--- src/cpu_params.svh ---
`ifndef CPU_PARAMS_SVH
`define CPU_PARAMS_SVH

// datapath width
`define DATA_W 32

// register file geometry
`define REG_AW 5
`define REG_N 32

// first fetch address out of reset
`define RESET_PC 32'h0000_0000

`endif

--- src/isa_pkg.sv ---
`include "cpu_params.svh"

package isa_pkg;

	// primary opcodes, only the supported subset
	typedef enum logic [5:0] {
		SPECIAL = 6'h00, // R-type, funct decides
		J = 6'h02,
		BEQ = 6'h04,
		BNE = 6'h05,
		ADDIU = 6'h09,
		ANDI = 6'h0c,
		ORI = 6'h0d,
		LW = 6'h23,
		SW = 6'h2b
	} opcodeT;

	// funct field of SPECIAL
	typedef enum logic [5:0] {
		SLL = 6'h00, // shift by shamt
		ADDU = 6'h21,
		SUBU = 6'h23,
		AND = 6'h24,
		OR = 6'h25,
		SLT = 6'h2a
	} functT;

	// one instruction word, three views of it
	typedef union packed {
		struct packed {
			opcodeT op;
			logic [`REG_AW-1:0] rs;
			logic [`REG_AW-1:0] rt;
			logic [`REG_AW-1:0] rd;
			logic [4:0] shamt;
			functT funct;
		} r;
		struct packed {
			opcodeT op;
			logic [`REG_AW-1:0] rs;
			logic [`REG_AW-1:0] rt;
			logic [15:0] imm;
		} i;
		struct packed {
			opcodeT op;
			logic [25:0] target; // word index inside the 256MB region
		} j;
	} instrT;

endpackage

--- src/pipe_pkg.sv ---
package pipe_pkg;

	// ALU function selected in decode, used in execute
	typedef enum logic [2:0] {
		aluAdd,
		aluSub,
		aluAnd,
		aluOr,
		aluSlt, // signed compare
		aluSll // shifts operand B by shamt
	} aluOpT;

	// operand source for the forwarding muxes
	typedef enum logic [1:0] {
		fromReg = 2'b00, // value read in decode
		fromWb = 2'b01, // result in writeback
		fromMem = 2'b10 // ALU result in memory stage
	} fwdSelT;

endpackage

--- src/backEnd.sv ---
`include "cpu_params.svh"

module backEnd import pipe_pkg::*; (
	input logic clka,
	input logic arstN_i,
	input logic [`DATA_W-1:0] pcE_i,
	input logic [`DATA_W-1:0] rd1E_i,
	input logic [`DATA_W-1:0] rd2E_i,
	input logic [`DATA_W-1:0] immE_i,
	input logic [`REG_AW-1:0] rtE_i,
	input logic [`REG_AW-1:0] rdE_i,
	input logic [4:0] shamtE_i,
	input aluOpT aluOpE_i,
	input logic aluSrcE_i,
	input logic regDstE_i,
	input logic regWriteE_i,
	input logic memToRegE_i,
	input logic memWriteE_i,
	input fwdSelT fwdAE_i,
	input fwdSelT fwdBE_i,
	output logic [`DATA_W-1:0] aluOutM_o,
	output logic regWriteW_o,
	output logic [`REG_AW-1:0] writeRegW_o,
	output logic [`DATA_W-1:0] resultW_o,
	output logic [`REG_AW-1:0] writeRegE_o,
	output logic [`REG_AW-1:0] writeRegM_o,
	output logic regWriteM_o,
	output logic memToRegM_o,
	output logic [`DATA_W-1:0] dmemAddr_o,
	output logic [`DATA_W-1:0] dmemWdata_o,
	output logic dmemWe_o,
	input logic [`DATA_W-1:0] dmemRdata_i,
	output logic wbValid_o,
	output logic [`DATA_W-1:0] wbPc_o
);

	logic [`DATA_W-1:0] srcAE, srcBE, writeDataE, aluOutE;
	logic [`DATA_W-1:0] writeDataM, pcM, aluOutW, readDataW, pcW;
	logic memWriteM, memToRegW;

	function automatic logic [`DATA_W-1:0] fwdMux(input fwdSelT sel,
			input logic [`DATA_W-1:0] regVal, wbVal, memVal);
		case (sel)
			fromMem: return memVal; // youngest value wins
			fromWb: return wbVal;
			default: return regVal;
		endcase
	endfunction

	// ------------------------------
	// execute
	assign srcAE = fwdMux(fwdAE_i, rd1E_i, resultW_o, aluOutM_o);
	assign writeDataE = fwdMux(fwdBE_i, rd2E_i, resultW_o, aluOutM_o); // also the sw data
	assign srcBE = aluSrcE_i ? immE_i : writeDataE;

	always_comb begin
		case (aluOpE_i)
			aluAdd: aluOutE = srcAE + srcBE; // wraps, no overflow trap
			aluSub: aluOutE = srcAE - srcBE;
			aluAnd: aluOutE = srcAE & srcBE;
			aluOr: aluOutE = srcAE | srcBE;
			aluSlt: aluOutE = {{(`DATA_W-1){1'b0}}, $signed(srcAE) < $signed(srcBE)};
			aluSll: aluOutE = srcBE << shamtE_i; // rt shifted, rs ignored
			default: aluOutE = '0;
		endcase
	end

	assign writeRegE_o = regDstE_i ? rdE_i : rtE_i;

	// execute/memory register
	always_ff @(posedge clka or negedge arstN_i) begin
		if (!arstN_i) begin
			{regWriteM_o, memToRegM_o, memWriteM} <= '0;
			{aluOutM_o, writeDataM, writeRegM_o, pcM} <= '0;
		end else begin
			regWriteM_o <= regWriteE_i;
			memToRegM_o <= memToRegE_i;
			memWriteM <= memWriteE_i;
			aluOutM_o <= aluOutE;
			writeDataM <= writeDataE;
			writeRegM_o <= writeRegE_o;
			pcM <= pcE_i;
		end
	end

	// ------------------------------
	// memory
	assign dmemAddr_o = aluOutM_o;
	assign dmemWdata_o = writeDataM;
	assign dmemWe_o = memWriteM;

	// memory/writeback register
	always_ff @(posedge clka or negedge arstN_i) begin
		if (!arstN_i) begin
			{regWriteW_o, memToRegW} <= '0;
			{aluOutW, readDataW, writeRegW_o, pcW} <= '0;
		end else begin
			regWriteW_o <= regWriteM_o;
			memToRegW <= memToRegM_o;
			aluOutW <= aluOutM_o;
			readDataW <= dmemRdata_i; // read is combinational, sample here
			writeRegW_o <= writeRegM_o;
			pcW <= pcM;
		end
	end

	// writeback
	assign resultW_o = memToRegW ? readDataW : aluOutW;
	assign wbValid_o = regWriteW_o && (writeRegW_o != '0); // r0 writes retire silently
	assign wbPc_o = pcW;

endmodule

--- src/frontEnd.sv ---
`include "cpu_params.svh"

module frontEnd import isa_pkg::*, pipe_pkg::*; (
	input logic clka,
	input logic arstN_i,
	output logic [`DATA_W-1:0] imemAddr_o,
	input logic [`DATA_W-1:0] imemData_i,
	input logic stallF_i,
	input logic stallD_i,
	input logic bubbleE_i,
	input logic fwdAD_i,
	input logic fwdBD_i,
	input logic [`DATA_W-1:0] aluOutM_i,
	input logic regWriteW_i,
	input logic [`REG_AW-1:0] writeRegW_i,
	input logic [`DATA_W-1:0] resultW_i,
	output logic [`REG_AW-1:0] rsD_o,
	output logic [`REG_AW-1:0] rtD_o,
	output logic branchD_o,
	output logic usesRtD_o,
	output logic [`DATA_W-1:0] pcE_o,
	output logic [`DATA_W-1:0] rd1E_o,
	output logic [`DATA_W-1:0] rd2E_o,
	output logic [`DATA_W-1:0] immE_o,
	output logic [`REG_AW-1:0] rsE_o,
	output logic [`REG_AW-1:0] rtE_o,
	output logic [`REG_AW-1:0] rdE_o,
	output logic [4:0] shamtE_o,
	output aluOpT aluOpE_o,
	output logic aluSrcE_o,
	output logic regDstE_o,
	output logic regWriteE_o,
	output logic memToRegE_o,
	output logic memWriteE_o
);

	logic [`DATA_W-1:0] pcF, pcPlus4F, pcNext, pcD, pcPlus4D;
	logic [`DATA_W-1:0] rfRd1, rfRd2, rd1D, rd2D, immD, branchTgt, jumpTgt;
	instrT instrD;
	logic regWriteD, memToRegD, memWriteD, aluSrcD, regDstD, zeroExtD;
	logic branchD, branchNeD, jumpD, takenD;
	aluOpT aluOpD;

	// ------------------------------
	// fetch
	assign pcPlus4F = pcF + 32'd4;
	assign imemAddr_o = pcF;

	always_ff @(posedge clka or negedge arstN_i) begin
		if (!arstN_i) begin
			pcF <= `RESET_PC;
		end else if (!stallF_i) begin
			pcF <= pcNext;
		end
	end

	// fetch/decode register, no flush since the delay slot always runs
	always_ff @(posedge clka or negedge arstN_i) begin
		if (!arstN_i) begin
			instrD <= '0; // sll r0 = nop
			pcD <= '0;
		end else if (!stallD_i) begin
			instrD <= imemData_i;
			pcD <= pcF;
		end
	end

	// ------------------------------
	// decode
	instrDecoder instrDecoder_inst (
		.instr_i(instrD),
		.regWrite_o(regWriteD),
		.memToReg_o(memToRegD),
		.memWrite_o(memWriteD),
		.aluSrc_o(aluSrcD),
		.regDst_o(regDstD),
		.zeroExt_o(zeroExtD),
		.branch_o(branchD),
		.branchNe_o(branchNeD),
		.jump_o(jumpD),
		.aluOp_o(aluOpD)
	);

	regFile regFile_inst (
		.clka(clka),
		.we_i(regWriteW_i),
		.ra1_i(instrD.r.rs),
		.ra2_i(instrD.r.rt),
		.wa_i(writeRegW_i),
		.wd_i(resultW_i),
		.rd1_o(rfRd1),
		.rd2_o(rfRd2)
	);

	assign rd1D = fwdAD_i ? aluOutM_i : rfRd1; // mem stage bypass for the compare
	assign rd2D = fwdBD_i ? aluOutM_i : rfRd2;
	assign immD = zeroExtD ? {16'b0, instrD.i.imm} : {{16{instrD.i.imm[15]}}, instrD.i.imm};

	// next pc, both targets relative to the delay slot
	assign pcPlus4D = pcD + 32'd4;
	assign branchTgt = pcPlus4D + {immD[29:0], 2'b00};
	assign jumpTgt = {pcPlus4D[31:28], instrD.j.target, 2'b00};
	assign takenD = branchD & ((rd1D == rd2D) ^ branchNeD);
	assign pcNext = jumpD ? jumpTgt : (takenD ? branchTgt : pcPlus4F);

	// hazard info
	assign rsD_o = instrD.r.rs;
	assign rtD_o = instrD.r.rt;
	assign branchD_o = branchD;
	assign usesRtD_o = ~aluSrcD | memWriteD; // R-type, branches and sw read rt

	// ------------------------------
	// decode/execute register, a bubble is a full no-op
	always_ff @(posedge clka or negedge arstN_i) begin
		if (!arstN_i) begin
			{pcE_o, rd1E_o, rd2E_o, immE_o, rsE_o, rtE_o, rdE_o, shamtE_o} <= '0;
			{aluSrcE_o, regDstE_o, regWriteE_o, memToRegE_o, memWriteE_o} <= '0;
			aluOpE_o <= aluAdd;
		end else if (bubbleE_i) begin
			{pcE_o, rd1E_o, rd2E_o, immE_o, rsE_o, rtE_o, rdE_o, shamtE_o} <= '0;
			{aluSrcE_o, regDstE_o, regWriteE_o, memToRegE_o, memWriteE_o} <= '0;
			aluOpE_o <= aluAdd;
		end else begin
			pcE_o <= pcD;
			rd1E_o <= rd1D;
			rd2E_o <= rd2D;
			immE_o <= immD;
			rsE_o <= instrD.r.rs;
			rtE_o <= instrD.r.rt;
			rdE_o <= instrD.r.rd;
			shamtE_o <= instrD.r.shamt;
			aluOpE_o <= aluOpD;
			aluSrcE_o <= aluSrcD;
			regDstE_o <= regDstD;
			regWriteE_o <= regWriteD;
			memToRegE_o <= memToRegD;
			memWriteE_o <= memWriteD;
		end
	end

endmodule

--- src/hazardUnit.sv ---
`include "cpu_params.svh"

module hazardUnit import pipe_pkg::*; (
	input logic [`REG_AW-1:0] rsD_i,
	input logic [`REG_AW-1:0] rtD_i,
	input logic branchD_i,
	input logic usesRtD_i,
	input logic [`REG_AW-1:0] rsE_i,
	input logic [`REG_AW-1:0] rtE_i,
	input logic [`REG_AW-1:0] writeRegE_i,
	input logic regWriteE_i,
	input logic memToRegE_i,
	input logic [`REG_AW-1:0] writeRegM_i,
	input logic regWriteM_i,
	input logic memToRegM_i,
	input logic [`REG_AW-1:0] writeRegW_i,
	input logic regWriteW_i,
	output logic stallF_o,
	output logic stallD_o,
	output logic bubbleE_o,
	output fwdSelT fwdAE_o,
	output fwdSelT fwdBE_o,
	output logic fwdAD_o,
	output logic fwdBD_o
);

	logic loadUse, branchOnE, branchOnLoadM, stall;

	function automatic fwdSelT fwdSel(input logic [`REG_AW-1:0] src);
		if (src == '0) return fromReg; // r0 is constant
		if (regWriteM_i && src == writeRegM_i) return fromMem;
		if (regWriteW_i && src == writeRegW_i) return fromWb;
		return fromReg;
	endfunction

	// execute bypass, memory checked before writeback
	assign fwdAE_o = fwdSel(rsE_i);
	assign fwdBE_o = fwdSel(rtE_i);

	// decode compare bypass, only a branch needs it
	assign fwdAD_o = branchD_i && rsD_i != '0 && regWriteM_i && rsD_i == writeRegM_i;
	assign fwdBD_o = branchD_i && rtD_i != '0 && regWriteM_i && rtD_i == writeRegM_i;

	// ------------------------------
	// stalls
	assign loadUse = memToRegE_i && writeRegE_i != '0 &&
		(rsD_i == writeRegE_i || (usesRtD_i && rtD_i == writeRegE_i));
	assign branchOnE = branchD_i && regWriteE_i && writeRegE_i != '0 &&
		(rsD_i == writeRegE_i || rtD_i == writeRegE_i); // result not ready yet
	assign branchOnLoadM = branchD_i && memToRegM_i && writeRegM_i != '0 &&
		(rsD_i == writeRegM_i || rtD_i == writeRegM_i); // load data only in writeback
	assign stall = loadUse | branchOnE | branchOnLoadM;

	assign stallF_o = stall;
	assign stallD_o = stall;
	assign bubbleE_o = stall; // decode instruction waits, execute gets a no-op

endmodule

--- src/instrDecoder.sv ---
module instrDecoder import isa_pkg::*, pipe_pkg::*; (
	input instrT instr_i,
	output logic regWrite_o,
	output logic memToReg_o,
	output logic memWrite_o,
	output logic aluSrc_o, // 1: immediate as operand B
	output logic regDst_o, // 1: rd, 0: rt
	output logic zeroExt_o,
	output logic branch_o,
	output logic branchNe_o,
	output logic jump_o,
	output aluOpT aluOp_o
);

	always_comb begin
		// defaults give a no-op, nothing written
		regWrite_o = 1'b0;
		memToReg_o = 1'b0;
		memWrite_o = 1'b0;
		aluSrc_o = 1'b0;
		regDst_o = 1'b0;
		zeroExt_o = 1'b0;
		branch_o = 1'b0;
		branchNe_o = 1'b0;
		jump_o = 1'b0;
		aluOp_o = aluAdd;
		case (instr_i.r.op)
			SPECIAL: begin
				regDst_o = 1'b1;
				regWrite_o = 1'b1;
				case (instr_i.r.funct)
					ADDU: aluOp_o = aluAdd;
					SUBU: aluOp_o = aluSub;
					AND: aluOp_o = aluAnd;
					OR: aluOp_o = aluOr;
					SLT: aluOp_o = aluSlt;
					SLL: aluOp_o = aluSll;
					default: regWrite_o = 1'b0; // unsupported funct
				endcase
			end
			ADDIU: begin
				regWrite_o = 1'b1;
				aluSrc_o = 1'b1;
			end
			ANDI, ORI: begin
				regWrite_o = 1'b1;
				aluSrc_o = 1'b1;
				zeroExt_o = 1'b1; // logical immediates are unsigned
				aluOp_o = (instr_i.r.op == ANDI) ? aluAnd : aluOr;
			end
			LW: begin
				regWrite_o = 1'b1;
				memToReg_o = 1'b1;
				aluSrc_o = 1'b1; // base + offset
			end
			SW: begin
				memWrite_o = 1'b1;
				aluSrc_o = 1'b1;
			end
			BEQ: branch_o = 1'b1;
			BNE: begin
				branch_o = 1'b1;
				branchNe_o = 1'b1;
			end
			J: jump_o = 1'b1;
			default: ; // unknown opcode stays a no-op
		endcase
	end

endmodule

--- src/mipsCore.sv ---
`include "cpu_params.svh"

module mipsCore import pipe_pkg::*; (
	input logic clka,
	input logic arstN_i,
	output logic [`DATA_W-1:0] imemAddr_o,
	input logic [`DATA_W-1:0] imemData_i,
	output logic [`DATA_W-1:0] dmemAddr_o,
	output logic [`DATA_W-1:0] dmemWdata_o,
	output logic dmemWe_o,
	input logic [`DATA_W-1:0] dmemRdata_i,
	output logic wbValid_o,
	output logic [`DATA_W-1:0] wbPc_o,
	output logic [`REG_AW-1:0] wbRegNum_o,
	output logic [`DATA_W-1:0] wbData_o
);

	// hazard controls
	logic stallF, stallD, bubbleE, fwdAD, fwdBD;
	fwdSelT fwdAE, fwdBE;
	// decode
	logic [`REG_AW-1:0] rsD, rtD;
	logic branchD, usesRtD;
	// execute
	logic [`DATA_W-1:0] pcE, rd1E, rd2E, immE;
	logic [`REG_AW-1:0] rsE, rtE, rdE, writeRegE;
	logic [4:0] shamtE;
	aluOpT aluOpE;
	logic aluSrcE, regDstE, regWriteE, memToRegE, memWriteE;
	// memory and writeback
	logic [`DATA_W-1:0] aluOutM, resultW;
	logic [`REG_AW-1:0] writeRegM, writeRegW;
	logic regWriteM, memToRegM, regWriteW;

	frontEnd frontEnd_inst (
		.clka(clka), .arstN_i(arstN_i),
		.imemAddr_o(imemAddr_o), .imemData_i(imemData_i),
		.stallF_i(stallF), .stallD_i(stallD), .bubbleE_i(bubbleE),
		.fwdAD_i(fwdAD), .fwdBD_i(fwdBD),
		.aluOutM_i(aluOutM), .regWriteW_i(regWriteW),
		.writeRegW_i(writeRegW), .resultW_i(resultW),
		.rsD_o(rsD), .rtD_o(rtD), .branchD_o(branchD), .usesRtD_o(usesRtD),
		.pcE_o(pcE), .rd1E_o(rd1E), .rd2E_o(rd2E), .immE_o(immE),
		.rsE_o(rsE), .rtE_o(rtE), .rdE_o(rdE), .shamtE_o(shamtE),
		.aluOpE_o(aluOpE), .aluSrcE_o(aluSrcE), .regDstE_o(regDstE),
		.regWriteE_o(regWriteE), .memToRegE_o(memToRegE), .memWriteE_o(memWriteE)
	);

	backEnd backEnd_inst (
		.clka(clka), .arstN_i(arstN_i),
		.pcE_i(pcE), .rd1E_i(rd1E), .rd2E_i(rd2E), .immE_i(immE),
		.rtE_i(rtE), .rdE_i(rdE), .shamtE_i(shamtE), .aluOpE_i(aluOpE),
		.aluSrcE_i(aluSrcE), .regDstE_i(regDstE), .regWriteE_i(regWriteE),
		.memToRegE_i(memToRegE), .memWriteE_i(memWriteE),
		.fwdAE_i(fwdAE), .fwdBE_i(fwdBE),
		.aluOutM_o(aluOutM), .regWriteW_o(regWriteW),
		.writeRegW_o(writeRegW), .resultW_o(resultW),
		.writeRegE_o(writeRegE), .writeRegM_o(writeRegM),
		.regWriteM_o(regWriteM), .memToRegM_o(memToRegM),
		.dmemAddr_o(dmemAddr_o), .dmemWdata_o(dmemWdata_o),
		.dmemWe_o(dmemWe_o), .dmemRdata_i(dmemRdata_i),
		.wbValid_o(wbValid_o), .wbPc_o(wbPc_o)
	);

	hazardUnit hazardUnit_inst (
		.rsD_i(rsD), .rtD_i(rtD), .branchD_i(branchD), .usesRtD_i(usesRtD),
		.rsE_i(rsE), .rtE_i(rtE), .writeRegE_i(writeRegE),
		.regWriteE_i(regWriteE), .memToRegE_i(memToRegE),
		.writeRegM_i(writeRegM), .regWriteM_i(regWriteM), .memToRegM_i(memToRegM),
		.writeRegW_i(writeRegW), .regWriteW_i(regWriteW),
		.stallF_o(stallF), .stallD_o(stallD), .bubbleE_o(bubbleE),
		.fwdAE_o(fwdAE), .fwdBE_o(fwdBE), .fwdAD_o(fwdAD), .fwdBD_o(fwdBD)
	);

	// trace follows the register file write port
	assign wbRegNum_o = writeRegW;
	assign wbData_o = resultW;

endmodule

--- src/regFile.sv ---
`include "cpu_params.svh"

module regFile (
	input logic clka,
	input logic we_i,
	input logic [`REG_AW-1:0] ra1_i,
	input logic [`REG_AW-1:0] ra2_i,
	input logic [`REG_AW-1:0] wa_i,
	input logic [`DATA_W-1:0] wd_i,
	output logic [`DATA_W-1:0] rd1_o,
	output logic [`DATA_W-1:0] rd2_o
);

	logic [`DATA_W-1:0] regs [`REG_N];

	always_ff @(posedge clka) begin
		if (we_i) begin
			regs[wa_i] <= wd_i; // entry 0 is written but never read
		end
	end

	// r0 reads zero, a same-cycle write is passed straight through
	assign rd1_o = (ra1_i == '0) ? '0 : (we_i && ra1_i == wa_i) ? wd_i : regs[ra1_i];
	assign rd2_o = (ra2_i == '0) ? '0 : (we_i && ra2_i == wa_i) ? wd_i : regs[ra2_i];

endmodule

--- config.mk ---
export PLATFORM = sky130hd
export DESIGN_NAME = mipsCore
export DESIGN_NICKNAME = d
export VERILOG_FILES = /design/src/isa_pkg.sv /design/src/pipe_pkg.sv /design/src/backEnd.sv /design/src/frontEnd.sv /design/src/hazardUnit.sv /design/src/instrDecoder.sv /design/src/mipsCore.sv /design/src/regFile.sv
export VERILOG_INCLUDE_DIRS = /design/src
export SDC_FILE = /design/constraint.sdc
export NUM_CORES = 2
export LEC_CHECK = 0
export BUFFER_PORTS_ARGS = -buffer_cell sky130_fd_sc_hd__buf_2
export CORE_MARGIN = 1
export CORE_UTILIZATION = 50
export CTS_BUF_LIST = sky130_fd_sc_hd__clkbuf_4 sky130_fd_sc_hd__clkbuf_8
export CTS_CLUSTER_SIZE = 8
export DETAILED_ROUTE_END_ITERATION = 7
export GPL_TIMING_DRIVEN = 1
export PLACE_DENSITY = 0.75
export RECOVER_POWER = 50
export SETUP_SLACK_MARGIN = 0.05
export SLEW_MARGIN = 20
export SYNTH_ARGS = -nofsm -noshare
export SYNTH_HDL_FRONTEND = slang
export SYNTH_SLANG_ARGS = --single-unit
--- constraint.sdc ---
create_clock -name clka -period 8.45 [get_ports clka]
set_input_delay 0.845 -clock clka [delete_from_list [all_inputs] [get_ports clka]]
set_output_delay 0.845 -clock clka [all_outputs]
set_load 0.05 [all_outputs]
; ---- Word-level counts from Yosys, hierarchy flattened
; Memory sizes are Yosys's and may differ from the RTL's.
; Cells that the tools add are included.
[word_totals]
regBits = 459
ram_bits = 1024
in_bits = 66
output_inout_bits = 167
word_cells = 189
mem_count = 1
[classes]
addsub = 5
magnitude_cmp = 1
n_eq_ne = 33
n_shift = 1
mux = 68
n_bitwise = 8
reduce_logical = 42
[mem_list]
columns = name, words, word_bits, rd, rd_clocked_by_memory_dff, wr, line_no
row1 = frontEnd_inst.regFile_inst.regs, 32, 32, 2, 0, 1, regFile.sv:14  ; logic [`DATA_W-1:0] regs [`REG_N];
[ops]
columns = op, n
row1 = $mux W32, 15
row2 = $pmux W32 S6, 1
row3 = $pmux W32 S2, 2
row4 = $add A32 B3 Y32 const B, 2
row5 = $add A32 B32 Y32, 2
row6 = $eq A5 B5 Y1, 10
row7 = $eq A6 B6 Y1 const B, 7
row8 = $and A32 B32 Y32, 1
row9 = $eq A32 B32 Y1, 1
row10 = $lt A32 B32 Y1, 1
row11 = $or A32 B32 Y32, 1
row12 = $shl A32 B5 Y32, 1
row13 = $sub A32 B32 Y32, 1
row14 = $mux W1, 29
row15 = $mux W5, 5
row16 = $reduce_bool A5 Y1, 5
row17 = $mux W2, 12
row18 = $logic_and A1 B1 Y1, 22
row19 = $logic_not A5 Y1, 4
row20 = $eq A6 B4 Y1 const B, 3
row21 = $pmux W3 S5, 1
row22 = $eq A6 B3 Y1 const B, 2
row23 = $logic_not A6 Y1, 2
row24 = $eq A3 B2 Y1 const B, 2
row25 = other kinds (18), 26

; ---- Longest topological paths before layout
[depth]
depth_word = 14
mapped_depth = 28

; ---- By module
; A second synthesis with hierarchy kept.
[hier_totals]
cells_unflattened = 5448
hier_area_um2 = 75414.8
[modules_own_cells]
columns = module, n_inst, cells_each, area_each_um2
row1 = regFile, 1, 2543, 47709.5
row2 = backEnd, 1, 1578, 14192.4
row3 = frontEnd, 1, 1203, 12597.1
row4 = hazardUnit, 1, 84, 638.1
row5 = instrDecoder, 1, 40, 277.8

; ---- Worst setup path before layout
; No wires, ideal clock.
[synth_timing]
path_kind = reg-to-reg
start = reg backEnd_inst.writeRegW_o[4]
end = reg backEnd_inst.aluOutM_o[31]
t_arrival_ps = 6102
t_required_ps = 8363
path_slack_ps = 2262
stages_incl_launch_ff = 26
path_buffers = 4
synth_period_minus_slack_ps = 6188
cell_sequence = dfrtp_1 -> clkbuf_1 -> xnor2_1 -> nand4_1 -> nor4_1 -> ha_1 -> clkbuf_1 -> buf_1 -> buf_1 -> a21oi_1 -> o21ai_0 -> inv_1 -> ha_1 -> inv_1 -> a21oi_1 -> o211ai_1 -> nor3_1 -> a21oi_1 -> o41a_1 -> a221o_1 -> o41a_1 -> a221o_1 -> o41ai_1 -> a221oi_1 -> xor2_1 -> o211ai_1
[synth_via]
elab_chain_len = 13
[synth_lines]
columns = item, line_no
row1 = from (decl), backEnd.sv:23  ; output logic [`REG_AW-1:0] writeRegW_o,
row2 = from (signal assigned), backEnd.sv:102  ; writeRegW_o <= writeRegM_o;
row3 = $eq A5 B5 Y1, hazardUnit.sv:32  ; if (regWriteW_i && src == writeRegW_i) return fromWb;
row4 = $logic_and A1 B1 Y1, hazardUnit.sv:32
row5 = $mux W1 (2 in series), hazardUnit.sv:32
row6 = $mux W1, hazardUnit.sv:31  ; if (regWriteM_i && src == writeRegM_i) return fromMem;
row7 = $mux W2, hazardUnit.sv:33  ; return fromReg;
row8 = $mux W2, hazardUnit.sv:32
row9 = $mux W2, hazardUnit.sv:31
row10 = $eq A2 B1 Y1 / $eq A2 B2 Y1 (equally long branches), backEnd.sv:43  ; case (sel)
row11 = $pmux W32 S2, backEnd.sv:43
row12 = $mux W32, backEnd.sv:54  ; assign srcBE = aluSrcE_i ? immE_i : writeDataE;
row13 = $sub A32 B32 Y32 (tied with other cells), backEnd.sv:59  ; aluSub: aluOutE = srcAE - srcBE;
row14 = $pmux W32 S6 *, backEnd.sv:57  ; case (aluOpE_i)
row15 = named net backEnd_inst.aluOutE[31], backEnd.sv:37  ; logic [`DATA_W-1:0] srcAE, srcBE, writeDataE, aluOutE;
row16 = to (signal assigned), backEnd.sv:79  ; aluOutM_o <= aluOutE;
row17 = to (decl), backEnd.sv:21  ; output logic [`DATA_W-1:0] aluOutM_o,
; Mark *: on every way through the listed nets, which the timed path passes. The rest lies on a longest branch. The select of a mux whose other input is x is not followed.
; A chain may end at the register's enable or synchronous reset.

; ---- Final worst setup path
[layout_timing]
start = reg backEnd_inst.memToRegW
end = reg frontEnd_inst.pcF[8], in the netlist frontEnd_inst.imemAddr_o[8]
[layout_via]
elab_chain_len = 9
[layout_lines]
columns = item, line_no
row1 = from (decl), backEnd.sv:39  ; logic memWriteM, memToRegW;
row2 = from (signal assigned), backEnd.sv:99  ; memToRegW <= memToRegM_o;
row3 = $mux W32 *, backEnd.sv:108  ; assign resultW_o = memToRegW ? readDataW : aluOutW;
row4 = $mux W32 (on tied branches) (2 in series), "regFile.sv:23, regFile.sv:24"
row5 = $mux W32 (on tied branches), "frontEnd.sv:95, frontEnd.sv:96"
row6 = $eq A32 B32 Y1 *, frontEnd.sv:103  ; assign takenD = branchD & ((rd1D == rd2D) ^ branchNeD);
row7 = $xor A1 B1 Y1 *, frontEnd.sv:103
row8 = $and A1 B1 Y1 *, frontEnd.sv:103
row9 = $mux W32 * (2 in series), frontEnd.sv:104  ; assign pcNext = jumpD ? jumpTgt : (takenD ? branchTgt : pcPlus4F);
row10 = to (signal assigned), frontEnd.sv:51  ; pcF <= `RESET_PC;
row11 = to (signal assigned), frontEnd.sv:53  ; pcF <= pcNext;
row12 = to (decl), frontEnd.sv:37  ; logic [`DATA_W-1:0] pcF, pcPlus4F, pcNext, pcD, pcPlus4D;
; Every way passes the cells marked *; elsewhere a longest branch is shown, timed or not.

==> impl_metrics.json <==
{
  "hpwl_mm": 159,
  "fp.dieArea_um2": 149000,
  "cts_buffers": 230,
  "dr.pass1.iters": 8,
  "hold_viol_final": 0,
  "grt.overflow.total": 0,
  "synth_top_area_frac": 0.418,
  "synth-main-ff-cell": "edfxtp_1",
  "cts_tree": "yes",
  "worstPathArrival_ns": 8.65,
  "clk_pin_slew_worst_paths_ns": 0.07,
  "synth_area_um2": 73600,
  "yosys.cell_types.count": 100,
  "drive_gt1_frac": 0.224,
  "hold_class": "primary input to flip-flop",
  "wl_met2_mm": 109,
  "crit_required_ns": 9.37,
  "worstSetupPathType": "flip-flop to flip-flop",
  "top_layer": "met5",
  "drv_cap": 15,
  "postRouteAntennaNets": 0,
  "synth_seq_cells": 1458,
  "floorplan.initialDensity": 0.504,
  "power_mw": 21.2,
  "wl_met1_mm": 86.9,
  "async_reset_ff_frac": 0.298,
  "layout_setup_ws_ns": 0.721,
  "clock_sinks": 1458,
  "synth_warnings": 0,
  "synth.most_common_cell": "edfxtp_1",
  "fin_crit_sh": 0.915,
  "drtIter0Drc": 7818,
  "clockBufferDepth": 3,
  "yosysTopAreaCell": "edfxtp_1",
  "ctsHtreeMaxLevel": 4,
  "syn2layout_area_growth_pct": 11.3,
  "dp_slack_ns": 1.46,
  "timing.fmax_ghz": 0.129,
  "cts_resized": 0,
  "regArea_um2": 41600,
  "wl_met3_mm": 33.2,
  "cp_max_fo": 35,
  "tightest_slew_ns": 4.72,
  "cp-end-kind": "flip-flop",
  "layout_min_cycle_time_ns": 7.73,
  "clkLatencyLatePin_ns": 1.01,
  "grt_max_degree": 141,
  "nets": 5801,
  "violations": "DRC, capacitance limit, slew limit",
  "fp.dieH_um": 386,
  "num_io_pins": 233,
  "synthCells": 5292,
  "num_vias": 51900,
  "drc": 21,
  "final.setup_skew_ns": 0.0695,
  "track_usage": 0.327,
  "synth_area_per_cell_um2": 13.9,
  "outcome": "finished with violations",
  "ir_worst_vdd_uv": 175,
  "antenna_found_initial": 11,
  "portBuffers": 232,
  "wl_per_cell_um": 31.9,
  "rows": 140,
  "worst_setup_path_start_kind": "flip-flop",
  "powerDensity_nw_per_um2": 259,
  "grt_pass1_wl_mm": 349,
  "gp_congestion": 0.970,
  "fin_setup_tns_ns": 0,
  "slew_violations": 694,
  "synthesis.nets": 5497,
  "fin_hold_ws_ns": 0.0542,
  "cts-root-buf": "clkbuf_8",
  "grt_pass1_vias": 50400,
  "via_per_inst": 6.75,
  "rsz0062_at_grt": "false",
  "wl_mm": 245,
  "synth_edf_count": 1024,
  "setup_viol": 0,
  "max_slew_margin": -2.15,
  "fillCellCount": 11400,
  "core_um2": 146000,
  "die_width_um": 386,
  "synth.area.top_cells": "edfxtp_1, dfrtp_1, mux4_2",
  "yosysSeqAreaShare": 0.566,
  "final_util": 0.561,
  "power.leakage_nw": 30.2,
  "synthTopCellsByCount": "edfxtp_1, dfrtp_1, mux4_2, nand2_1, mux2i_1",
  "multi_input_area_um2": 29800
}
==> worst max-delay path, cell delays in order (launching register included) <==
cell and delay, ns:
dfrtp_1 0.66, clkbuf_1 1.22, mux2_1 0.44, clkbuf_1 1.31
o2111ai_1 0.79, a21oi_1 0.34, nor3_1 0.09, nor4_2 0.53
nand3_1 0.44, o21ai_2 0.48, nand3_1 0.67, o221ai_1 0.42
a22o_1 0.19
==> layout by cell type (no fill, tap or decap), drive strengths merged, types with 17 or more instances in the layout <==
cell and n:
a211oi 28, a21o 22, a21oi 237, a221oi 61, a22o 24, a22oi 233
a31oi 21, and2 88, and3 53, buf 361, clkbuf 360, clkinv 46
dfrtp 434, dlygate4sd3 45, edfxtp 1024, ha 136, inv 165, mux2 46
mux2i 308, mux4 443, nand2 425, nand2b 24, nand3 83, nand4 35
nor2 278, nor2b 31, nor3 55, nor4 17, o211ai 40, o21ai 203
o21bai 17, o22ai 25, xnor2 113, xor2 51
==> registers in the layout, summed over array words and instances (netlist names), 17 cells and up <==
signal / flops
frontEnd_inst.immE_o: 17
backEnd_inst.aluOutW: 32
backEnd_inst.aluOutM_o: 32
frontEnd_inst.pcD: 32
backEnd_inst.readDataW: 32
backEnd_inst.dmemWdata_o: 32
frontEnd_inst.instrD: 32
frontEnd_inst.rd2E_o: 32
frontEnd_inst.pcE_o: 32
frontEnd_inst.regFile_inst.regs: 1024
frontEnd_inst.imemAddr_o: 32
frontEnd_inst.rd1E_o: 32
backEnd_inst.wbPc_o: 32
backEnd_inst.pcM: 32
==> cell families (layout without fill, tap and decap cells) <==
family / Yosys count / after routing / share of synthesized area
and+or+nand+nor: 1161 / 1161 / 0.0746
muxes: 797 / 797 / 0.185
AOI/OAI and AO/OA: 1058 / 1058 / 0.0973
buffers and inverters: 515 / 986 / 0.0337
xor gates and xnor gates: 164 / 164 / 0.0195
other: 0 / 3 / 0
DFF: 1458 / 1458 / 0.566
adders and majority gates: 139 / 139 / 0.0239
==> layout make-up <==
class                   count  area share
clock buffers             337      0.0499
repair buffers            429      0.0342
well taps                1917      0.0293
flip-flops and latches   1458       0.508
diodes                      3   0.0000916
clock inverters            62     0.00698
multi-input cells        3319       0.364
inverters                 158     0.00724
==> stage by stage <==
step                instance area [um^2]  instances
finish                             81900       7683
global route                       81900       7681
CTS                                82000       7680
detailed placement                 76900       7236
global placement                   76900       7236
floorplan                          73600       5292
==> per-layer routing <==
layer / vias up / global-route usage
met2: 3945 / 0.487
met3: 843 / 0.102
li1: 21200 / -
met1: 25800 / 0.425
met4: 14 / 0.186
met5: - / 0
==> final timing paths <==
kind                                    startpoint  cells after the start                          end  slack, ns
max                         backEnd_inst.memToRegW                     12  frontEnd_inst.imemAddr_o[8]       0.72
min                                 imemData_i[24]                      3     frontEnd_inst.instrD[24]       0.05
max reg2reg                 backEnd_inst.memToRegW                     12  frontEnd_inst.imemAddr_o[8]       0.72
min reg2reg                frontEnd_inst.pcE_o[12]                      0         backEnd_inst.pcM[12]       0.34
max in group asynchronous                  arstN_i                      3     frontEnd_inst.instrD[18]       2.45
min in group asynchronous                  arstN_i                      2      backEnd_inst.wbPc_o[12]       2.10
==> report_power, final <==
group / internal, mW / switching (mW) / leakage [nW]
combinational: 1.43 / 3.94 / 13.3
sequential: 8.97 / 0.698 / 14.4
clock: 3.33 / 2.85 / 2.47
total: 13.7 / 7.49 / 30.2
==> what timing repair did <==
item                      4_1_cts  5_1_grt
hold buffers                   45        0
hold endpoints to repair      125        0
setup buffers                   0        0
Power figures use the tool's default switching activity.
